File: src/verilog/dcache_pkg.sv
`default_nettype none

package dcache_pkg;

    //////////////////////////////////////////////////////////////////////
    // geometry
    //////////////////////////////////////////////////////////////////////

    localparam int num_ways     = 2;
    localparam int index_width  = 4;
    localparam int offset_width = 2;
    localparam int tag_width    = 32 - index_width - offset_width - 2;
    localparam int line_width   = 128;
    localparam int num_sets     = 1 << index_width;

    // memory bus size codes
    localparam logic [1:0] size_word = 2'd2;
    localparam logic [1:0] size_line = 2'd3;

    //////////////////////////////////////////////////////////////////////
    // pipeline side
    //////////////////////////////////////////////////////////////////////

    // 32-bit address, fields split out
    typedef struct packed {
        logic [tag_width-1:0]    tag;
        logic [index_width-1:0]  index;
        logic [offset_width-1:0] offset;
        logic [1:0]              byte_sel;
    } addr_t;

    typedef struct packed {
        addr_t       addr;
        logic [31:0] wdata;
        logic [3:0]  wstrb;
        logic        is_write;
        // op: invalidate the addressed set
        logic        is_op;
    } cpu_req_t;

    typedef struct packed {
        logic        valid;
        logic [31:0] rdata;
    } cpu_resp_t;

    //////////////////////////////////////////////////////////////////////
    // memory side
    //////////////////////////////////////////////////////////////////////

    typedef struct packed {
        logic        req;
        logic        wr;
        logic [1:0]  size;
        logic [31:0] addr;
        logic [31:0] wdata;
        logic [3:0]  wstrb;
    } mem_req_t;

    typedef struct packed {
        logic                  addr_ok;
        logic                  data_ok;
        logic [line_width-1:0] rdata;
    } mem_resp_t;

    //////////////////////////////////////////////////////////////////////
    // storage and control
    //////////////////////////////////////////////////////////////////////

    typedef struct packed {
        logic                 valid;
        logic [tag_width-1:0] tag;
    } tagv_t;

    typedef logic [line_width-1:0] line_t;

    typedef struct packed {
        logic                buf_load;
        // per way, shared by tag and data arrays
        logic [num_ways-1:0] way_we;
        logic                refill;
        logic                fwd_return;
        logic                lru_touch;
        logic                touch_way;
        logic                inval;
    } ctrl_t;

endpackage

`default_nettype wire

File: src/verilog/dcache_lru.sv
`default_nettype none

module dcache_lru (
    input  wire                               clk,
    input  wire                               rstn,
    input  wire [dcache_pkg::index_width-1:0] index,
    input  wire                               touch,
    input  wire                               touch_way,
    output logic                              victim_way
);

    // one bit per set, points at the way to evict next
    logic [dcache_pkg::num_sets-1:0] lru_bits;

    always_ff @(posedge clk or negedge rstn) begin
        if (!rstn) begin
            lru_bits <= '0;
        end else if (touch) begin
            lru_bits[index] <= ~touch_way;
        end
    end

    assign victim_way = lru_bits[index];

endmodule

`default_nettype wire

File: config.mk
export PLATFORM = sky130hd
export DESIGN_NAME = dcache_lru
export DESIGN_NICKNAME = d
export VERILOG_FILES = /design/src/verilog/dcache_pkg.sv /design/src/verilog/dcache_lru.sv
export SDC_FILE = /design/constraint.sdc
export NUM_CORES = 1
export LEC_CHECK = 0
export BUFFER_PORTS_ARGS = -buffer_cell sky130_fd_sc_hd__buf_2
export CAP_MARGIN = 10
export CORE_MARGIN = 3
export CORE_UTILIZATION = 35
export DETAILED_ROUTE_END_ITERATION = 16
export GPL_ROUTABILITY_DRIVEN = 1
export PLACE_DENSITY_LB_ADDON = 0.15
export SETUP_SLACK_MARGIN = 0.5
export SLEW_MARGIN = 20
export SYNTH_ARGS = -nofsm -noshare
export SYNTH_HDL_FRONTEND = slang
export SYNTH_SLANG_ARGS = --single-unit
File: constraint.sdc
create_clock -name clk -period 1.45 [get_ports clk]
set_input_delay 0.2175 -clock clk [delete_from_list [all_inputs] [get_ports clk]]
set_output_delay 0.2175 -clock clk [all_outputs]
set_load 0.01 [all_outputs]
Yosys cells after proc, flatten, opt, wreduce, memory -nomap -nowiden
Cells that the tools add are included.
{"block": "classes", "n_addsub": 0, "multipliers": 0, "div": 0, "magnitude_cmp": 2, "n_eq_ne": 0, "shifts": 0, "mux": 5, "bitwise": 1, "reduce_logical": 1}
{"op": "$bwmux W16", "n": 1}
{"op": "$lt A4 B5 Y1 const B", "n": 1}
{"op": "$bmux W1 S4", "n": 1}
{"op": "$demux W1 S4", "n": 1}
{"op": "$ge A4 B1 Y1 const B", "n": 1}
{"op": "$mux W1", "n": 2}
{"op": "$logic_and A1 B1 Y1", "n": 1}
{"op": "$not A1 Y1", "n": 1}
{"block": "word_totals", "register_bits": 16, "latchBits": 0, "ramBits": 0, "mem_bits_ro": 0, "in_bits": 8, "output_inout_bits": 1, "elab_cells": 10, "memories": 0}

Longest topological paths before layout
Gate-level depths: netlist (run 1).
{"block": "logic_depth", "word_depth": 5, "mapped_depth": 5, "mapped_depth_nobuf": 3}

Least setup slack after synthesis (run 1)
No wires, ideal clock.
{"block": "synth_timing", "path_type": "input to output", "from": "input port index[0] (netlist bit)", "to": "output port victim_way", "arrival_time_ns": 1.109, "required_time_ns": 1.233, "path_slack_ns": 0.123, "cell_stages": 4, "path_cell_list": "buf_6 mux4_2 a22oi_2 nand3_1"}
{"block": "synth_between", "elab_chain_cells": 2}
{"item": "start: declaration", "line_no": "dcache_lru.sv:6", "text": "input wire [dcache_pkg::index_width-1:0] index,"}
{"item": "$bmux W1 S4", "line_no": "dcache_lru.sv:23", "text": "assign victim_way = lru_bits[index];"}
{"item": "$mux W1 (not written as such)", "line_no": "dcache_lru.sv:23"}
{"item": "end: declaration", "line_no": "dcache_lru.sv:9", "text": "output logic victim_way"}
No other way between the ends. The select of a mux whose other input is x is not followed.

Worst setup path after layout (run 1)
{"block": "layout_timing", "from": "register lru_bits[3] (netlist bit)", "to": "output port victim_way"}
{"block": "layout_between", "elab_chain_cells": 2}
{"item": "start: declaration", "line_no": "dcache_lru.sv:13", "text": "logic [dcache_pkg::num_sets-1:0] lru_bits;"}
{"item": "start signal: indexed assignment", "line_no": "dcache_lru.sv:19", "text": "lru_bits[index] <= ~touch_way;"}
{"item": "$bmux W1 S4", "line_no": "dcache_lru.sv:23"}
{"item": "$mux W1 (not written as such)", "line_no": "dcache_lru.sv:23"}
No other way between the ends. The select of a mux whose other input is x is not followed.

==> results of run 1 <==
==> worst paths after layout <==
kind | cells past startpoint | start | endpoint | slack [ns]
worst max-delay path | 4 | lru_bits[3]$_DFFE_PN0P_ | victim_way | -0.32
worst min-delay path | 2 | index[3] | lru_bits[12]$_DFFE_PN0P_ | 0.30
worst max register to register | 3 | lru_bits[10]$_DFFE_PN0P_ | lru_bits[10]$_DFFE_PN0P_ | 0.67
worst min register to register | 2 | lru_bits[7]$_DFFE_PN0P_ | lru_bits[7]$_DFFE_PN0P_ | 0.56
max in group asynchronous | 2 | rstn | lru_bits[13]$_DFFE_PN0P_ | 0.81
min in group asynchronous | 2 | rstn | lru_bits[9]$_DFFE_PN0P_ | 0.37
==> power groups by stage <==
stage	sequential [mW]	combinational [mW]	clock, mW
after CTS	0.610	0.312	0.240
after global placement	0.621	0.293	0
after global routing	0.621	0.356	0.264
after detailed placement	0.619	0.299	0
after floorplan	0.600	0.237	0
final	0.610	0.316	0.228
==> kinds of logic after synthesis <==
kind of cell	after synthesis	synth area share
muxes	4	0.1171
buffers and inverters	11	0.06605
AOI/OAI and AO/OA	33	0.2493
and+or+nand+nor	10	0.08709
DFF	16	0.4805
==> cell type report <==
| type | count | area [um2] | area share |
|---|---|---|---|
| Multi-Input combinational cell | 47 | 401.6 | 0.4028 |
| Clock buffer | 3 | 22.52 | 0.02258 |
| Sequential cell | 16 | 400.4 | 0.4015 |
| Tap cell | 28 | 35.03 | 0.03513 |
| Timing Repair Buffer | 19 | 137.6 | 0.1380 |
==> synth_stat cells, types with 2 or more instances <==
library cell	instances
nand3_1	2
clkbuf_1	4
a41oi_1	4
nor2b_1	2
dfrtp_1	16
buf_2	5
mux4_1	2
and3b_2	2
mux4_2	2
a31oi_1	16
a21oi_1	12
==> placed cells by master, fill, tap and decap left out, types with 2 or more instances in the layout <==
master,count
dfrtp_1,16
a41oi_1,4
mux4_2,2
buf_4,10
clkbuf_4,3
and3b_2,2
buf_2,6
buf_6,2
mux4_1,2
a21oi_2,4
a21oi_1,8
a31oi_1,16
nor2b_1,2
==> worst max-delay path: cells and delay by family (launching register included) <==
| kind | cells | cell delay (ns) |
|---|---|---|
| AND/OR/NAND/NOR | 1 | 0.09 |
| buffers and inverters | 1 | 0.13 |
| flip-flops | 1 | 0.39 |
| multiplexers | 1 | 0.48 |
| AO/OA/AOI/OAI | 1 | 0.19 |
==> stage by stage <==
step           std cells  total power, mW  utilization
2_1_floorplan         74           0.8372            -
3_3_place_gp         106           0.9141       0.4162
4_1_cts              110            1.161       0.4336
6_report             113            1.153       0.4465
5_1_grt              113            1.241       0.4465
3_5_place_dp         106           0.9183       0.4162
==> repair_timing <==
| action | 4_1_cts | 5_1_grt |
|---|---|---|
| setup endpoints to repair | 1 | 5 |
| hold buffers | 1 | 0 |
| setup buffers | 0 | 3 |
| endpoints found under the hold margin | 16 | 0 |
| pin swaps | 0 | 1 |
| resized for setup | 1 | 3 |
==> metal layers <==
layer  GRT usage  part of all wire  vias up
met4     0.08714             0.017        0
met1      0.2275              0.49      317
met5           0                 0        -
li1            -                 -      314
met2      0.2067              0.45        9
met3     0.02180             0.038        4
==> flow_summary_export.csv, run 1 <==
group,metric,value,unit
detailed_routing,wl,1.810,mm
placed_design,globalplace.congestion,0.6913,
setup_path,path_class,"flop to output pin",
pwr,ir_worst_vdd,0.5054,mV
finish,syn2layout_area_growth,19.67,%
pwr,intPower,823.7,uW
logic_synthesis,syn_inst,74,
detailed_routing,drt-wirelength-per-cell,16.02,um
logic_synthesis,avgSynthCellArea,11.26,um2
global_route,grt_overflow,0,
placed_design,post-dp-hpwl,1.215,mm
sta,rsz0062_at_grt,"yes",
run,cap_violations,0,
finish,final_layout_size_suffix_gt1_frac,0.4000,
placed_design,port_buffers,8,
sta,setup_viol,1,
pwr,p_leak,0.4072,nW
global_route,grt_pass1_vias,623,
logic_synthesis,netlist_area,833.3,um2
finish,reg_top3,"lru_bits x16",
sta,slew_violations,0,
clocking,htree_levels,1,
setup_path,cpPeakStageDelay,0.48,ns
setup_path,cp_max_fo,2,
die,core_area,2233,um2
detailed_routing,drtAntennaViolNets,0,
run_status,violations,"setup timing",
finish,largest_reg_flops,16,
finish,fill_cells,223,
placed_design,place_area,929.6,um2
sta,final.setup_skew,0,ns
logic_synthesis,synth_warnings,0,
setup_path,required,1.23,ns
clocking,clk_latency,0.28,ns
setup_path,cp_data_arrival_time,1.55,ns
sta,finalCritPeriodShare,1.219,
placed_design,dpl_worst_slack,-0.1148,ns
detailed_routing,drt_iter0_markers,15,
logic_synthesis,post_synth_num_cell_types,18,
finish,design_area,997.2,um2
pwr,pwr_density_cell,1157,nW/um2
detailed_routing,vias,644,
die,core.rowCount,17,
worst_hold_path,hold_path_class,"primary input to flop",
setup_path,slowest_stage,"mux4_2",
logic_synthesis,synthTopCellsByArea,"dfrtp_1 48%, a31oi_1 12%, a21oi_1 7.2%, mux4_1 6.3%, mux4_2 5.4%",
die,boundaryPins,9,
logic_synthesis,synth_top_area_share,0.4805,
pwr,power.switching,329.7,uW
die,die_y,54.80,um
die,dieWidth,54.80,um
global_route,grt.total_usage,0.1529,
detailed_routing,avgViaCountPerCell,5.699,
setup_path,cp-start-kind,"flop",
logic_synthesis,synth_ff_type,"dfrtp_1",
setup_path,critPathCaptureType,"output pin",
logic_synthesis,synth_edf_count,0,
run_status,status,"finished, violations left",
pwr,power_frac_seq,0.529,
clocking,clock_path_buffers,2,
global_route,grt_pass1_wl,3.139,mm
finish,final_net_count,95,
clocking,cts_buffers,3,
logic_synthesis,synth_top_area_cell,"dfrtp_1",
setup_path,cp_cell_sequence,"mux4_2, a22oi_2, nand3_2, buf_6",
global_route,antenna_found_initial,0,
detailed_routing,drc,0,
sta,worst_slew_pin_slew,0.3743,ns
pwr,switching_share,0.2859,
sta,fmax,0.5657,GHz
sta,fin_tns_setup,-0.3176,ns
die,fp.dieArea,3002,um2
logic_synthesis,synthArstFlopShare,1.000,
clocking,root_buffer,"clkbuf_4",
sta,layout_min_cycle_time,1.768,ns
sta,hold_ws,0.3036,ns
sta,relSlewSlack,0.7505,
pwr,p_clk_frac,0.198,
detailed_routing,drt-pass1-iter-count,2,
pwr,p_comb_frac,0.274,
die,initial_utilization,0.3731,
logic_synthesis,synth.yosys.seq_area_share,0.4805,
sta,hold_viol_final,0,
finish,diodes,0,
finish,largest_register,"lru_bits",
global_route,grt_max_degree,17,
logic_synthesis,syn-num-nets,82,
logic_synthesis,synth-seq-cells,16,
sta,fin_ws,-0.3176,ns
clocking,clk_pin_slew,0.09,ns
clocking,clock-sinks,16,
clocking,cts_tree,"built",
No activity file was read; power rests on OpenSTA's default activity.
==> inputs of run 2 (changes only) <==
--- a/config.mk
+++ b/config.mk
@@ -7,7 +7,7 @@
 export LEC_CHECK = 0
 export BUFFER_PORTS_ARGS = -buffer_cell sky130_fd_sc_hd__buf_2
 export CAP_MARGIN = 10
-export CORE_MARGIN = 3
+export CORE_MARGIN = 2
 export CORE_UTILIZATION = 35
 export DETAILED_ROUTE_END_ITERATION = 16
 export GPL_ROUTABILITY_DRIVEN = 1
==> run 2 against run 1 <==
The flow still finishes with violations (setup timing). Global-route usage is 1.0 points higher. Sequential share of layout area is 1.2 points higher. Utilization is 1.3 points lower. Via count is 0.16% higher. Combinational power is 5% lower. Clock power is 33% higher. Critical endpoint unchanged. Highest routed layer unchanged.
==> flow_summary_export.csv, run 2 (synthesized netlist as in run 1, its figures left out) <==
group,metric,value,unit
global_route,antenna_found_initial,0,
pwr,ir_worst_vdd,0.6603,mV
placed_design,post-dp-hpwl,1.249,mm
sta,fin_ws,-0.3227,ns
die,dieWidth,52.80,um
setup_path,slowest_stage,"mux4_2",
sta,setup_viol,1,
clocking,htree_levels,1,
detailed_routing,vias,645,
clocking,root_buffer,"clkbuf_4",
global_route,grt_pass1_wl,3.056,mm
pwr,power_frac_seq,0.503,
global_route,grt_overflow,0,
sta,fmax,0.5641,GHz
sta,finalCritPeriodShare,1.223,
finish,reg_top3,"lru_bits x16",
run,cap_violations,0,
setup_path,cp_max_fo,2,
pwr,switching_share,0.2859,
setup_path,critPathCaptureType,"output pin",
sta,final.setup_skew,0,ns
clocking,clk_latency,0.29,ns
pwr,pwr_density_cell,1251,nW/um2
clocking,cts_resized,0,
placed_design,port_buffers,8,
setup_path,cp_top_family,"multiplexers",
setup_path,cp_data_arrival_time,1.56,ns
die,core.rowCount,17,
pwr,p_clk_frac,0.250,
setup_path,cp_num_buf_inv,1,
detailed_routing,drt-wirelength-per-cell,16.66,um
clocking,clk_pin_slew,0.10,ns
worst_hold_path,hold_path_class,"primary input to flop",
die,fp.dieArea,2787,um2
die,core_area,2233,um2
sta,hold_ws,0.2924,ns
clocking,cts_tree,"built",
worst_hold_path,hold_start,"index[3]",
finish,final_layout_size_suffix_gt1_frac,0.3780,
run_status,status,"finished, violations left",
finish,final_cell_mix,"16 x a31oi_1, 16 x dfrtp_1, 8 x a21oi_1, 8 x buf_2, 6 x buf_4",
sta,hold_viol_final,0,
setup_path,required,1.23,ns
clocking,cts_buffers,3,
setup_path,rrSetupSlack,0.67,ns
die,initial_utilization,0.3731,
sta,slew_violations,0,
sta,layout_min_cycle_time,1.773,ns
global_route,grt_pass1_vias,588,
die,boundaryPins,9,
detailed_routing,drt-pass1-iter-count,4,
finish,syn2layout_area_growth,16.22,%
pwr,p_comb_frac,0.247,
worst_hold_path,min_path_cells,2,
sta,worst_slew_pin_slew,0.3608,ns
clocking,cts_setup_buffers,0,
placed_design,placedCellCount,105,
setup_path,cpPeakStageDelay,0.47,ns
detailed_routing,drt_iter0_markers,8,
global_route,grt.total_usage,0.1630,
setup_path,cp-start-kind,"flop",
clocking,clock-sinks,16,
finish,largest_register,"lru_bits",
pwr,p_leak,0.3898,nW
die,die_y,52.80,um
global_route,grt_max_degree,17,
placed_design,globalplace.congestion,0.6846,
sta,relSlewSlack,0.7595,
detailed_routing,drc,0,
worst_hold_path,whs_endpoint,"lru_bits[12]$_DFFE_PN0P_",
run_status,violations,"setup timing",
sta,rsz0062_at_grt,"yes",
detailed_routing,drtAntennaViolNets,0,
detailed_routing,avgViaCountPerCell,5.864,
finish,fin_cells,110,
pwr,power.switching,346.3,uW
setup_path,cp_cell_sequence,"mux4_2, a22oi_2, nand3_2, buf_2",
setup_path,path_class,"flop to output pin",
finish,fill_cells,232,
setup_path,worstRegToRegCells,3,
detailed_routing,wl,1.833,mm
finish,diodes,0,
pwr,p_total,1.211,mW
clocking,clock_path_buffers,2,
finish,largest_reg_flops,16,
setup_path,r2r-start,"lru_bits[10]$_DFFE_PN0P_",
finish,final_net_count,91,
pwr,intPower,865.1,uW
setup_path,r2r_end,"lru_bits[10]$_DFFE_PN0P_",
[run 2: cell type report]
class / instances / area, um2 / share of cell area
Multi-Input combinational cell: 47 / 401.6 / 0.4147
Timing Repair Buffer: 15 / 95.09 / 0.09819
Clock buffer: 4 / 36.28 / 0.03747
Sequential cell: 16 / 400.4 / 0.4134
Tap cell: 28 / 35.03 / 0.03618
[run 2: metal layers]
layer / up-vias / global-route usage / routed length [um]
met5: - / 0 / 0
met4: 0 / 0.08974 / 42
met3: 5 / 0.03429 / 60
met2: 12 / 0.2188 / 848
met1: 322 / 0.2400 / 881
li1: 306 / - / -
[run 2: repair_timing]
action / CTS / global route
endpoints found under the setup margin: 1 / 1
hold buffers: 1 / 0
pin swaps: 0 / 0
endpoints found under the hold margin: 16 / 0
[run 2: how the worst max path moves through the flow]
stage | from | to | depth (start not counted)
4_1_cts | lru_bits[3]$_DFFE_PN0P_ | victim_way | 4
5_1_grt | lru_bits[3]$_DFFE_PN0P_ | victim_way | 4
6_report | lru_bits[3]$_DFFE_PN0P_ | victim_way | 4
3_3_place_gp | index[0] | victim_way | 5
3_5_place_dp | index[0] | victim_way | 5
2_1_floorplan | lru_bits[3]$_DFFE_PN0P_ | victim_way | 3
[run 2: power by group through the flow]
stage	logic, mW	registers (mW)	clock network [mW]
2_1_floorplan	0.237	0.600	0
3_3_place_gp	0.292	0.617	0
3_5_place_dp	0.300	0.619	0
4_1_cts	0.303	0.611	0.312
5_1_grt	0.332	0.624	0.339
6_report	0.299	0.610	0.303
[run 2: metrics by stage]
stage	setup TNS [ns]	setup slack, ns	cell area [um2]	util
2_1_floorplan	0	0.1469	889.6	-
3_3_place_gp	-0.1256	-0.1256	922.1	0.4129
3_5_place_dp	-0.1461	-0.1461	922.1	0.4129
4_1_cts	-0.3464	-0.3464	968.4	0.4336
5_1_grt	-0.3795	-0.3795	968.4	0.4336
6_report	-0.3227	-0.3227	968.4	0.4336
[run 2: worst reg2reg max path, stage by stage (launching register included)]
cell,delay (ns)
dfrtp_1,0.39
buf_4,0.13
a21oi_2,0.09
a31oi_1,0.05
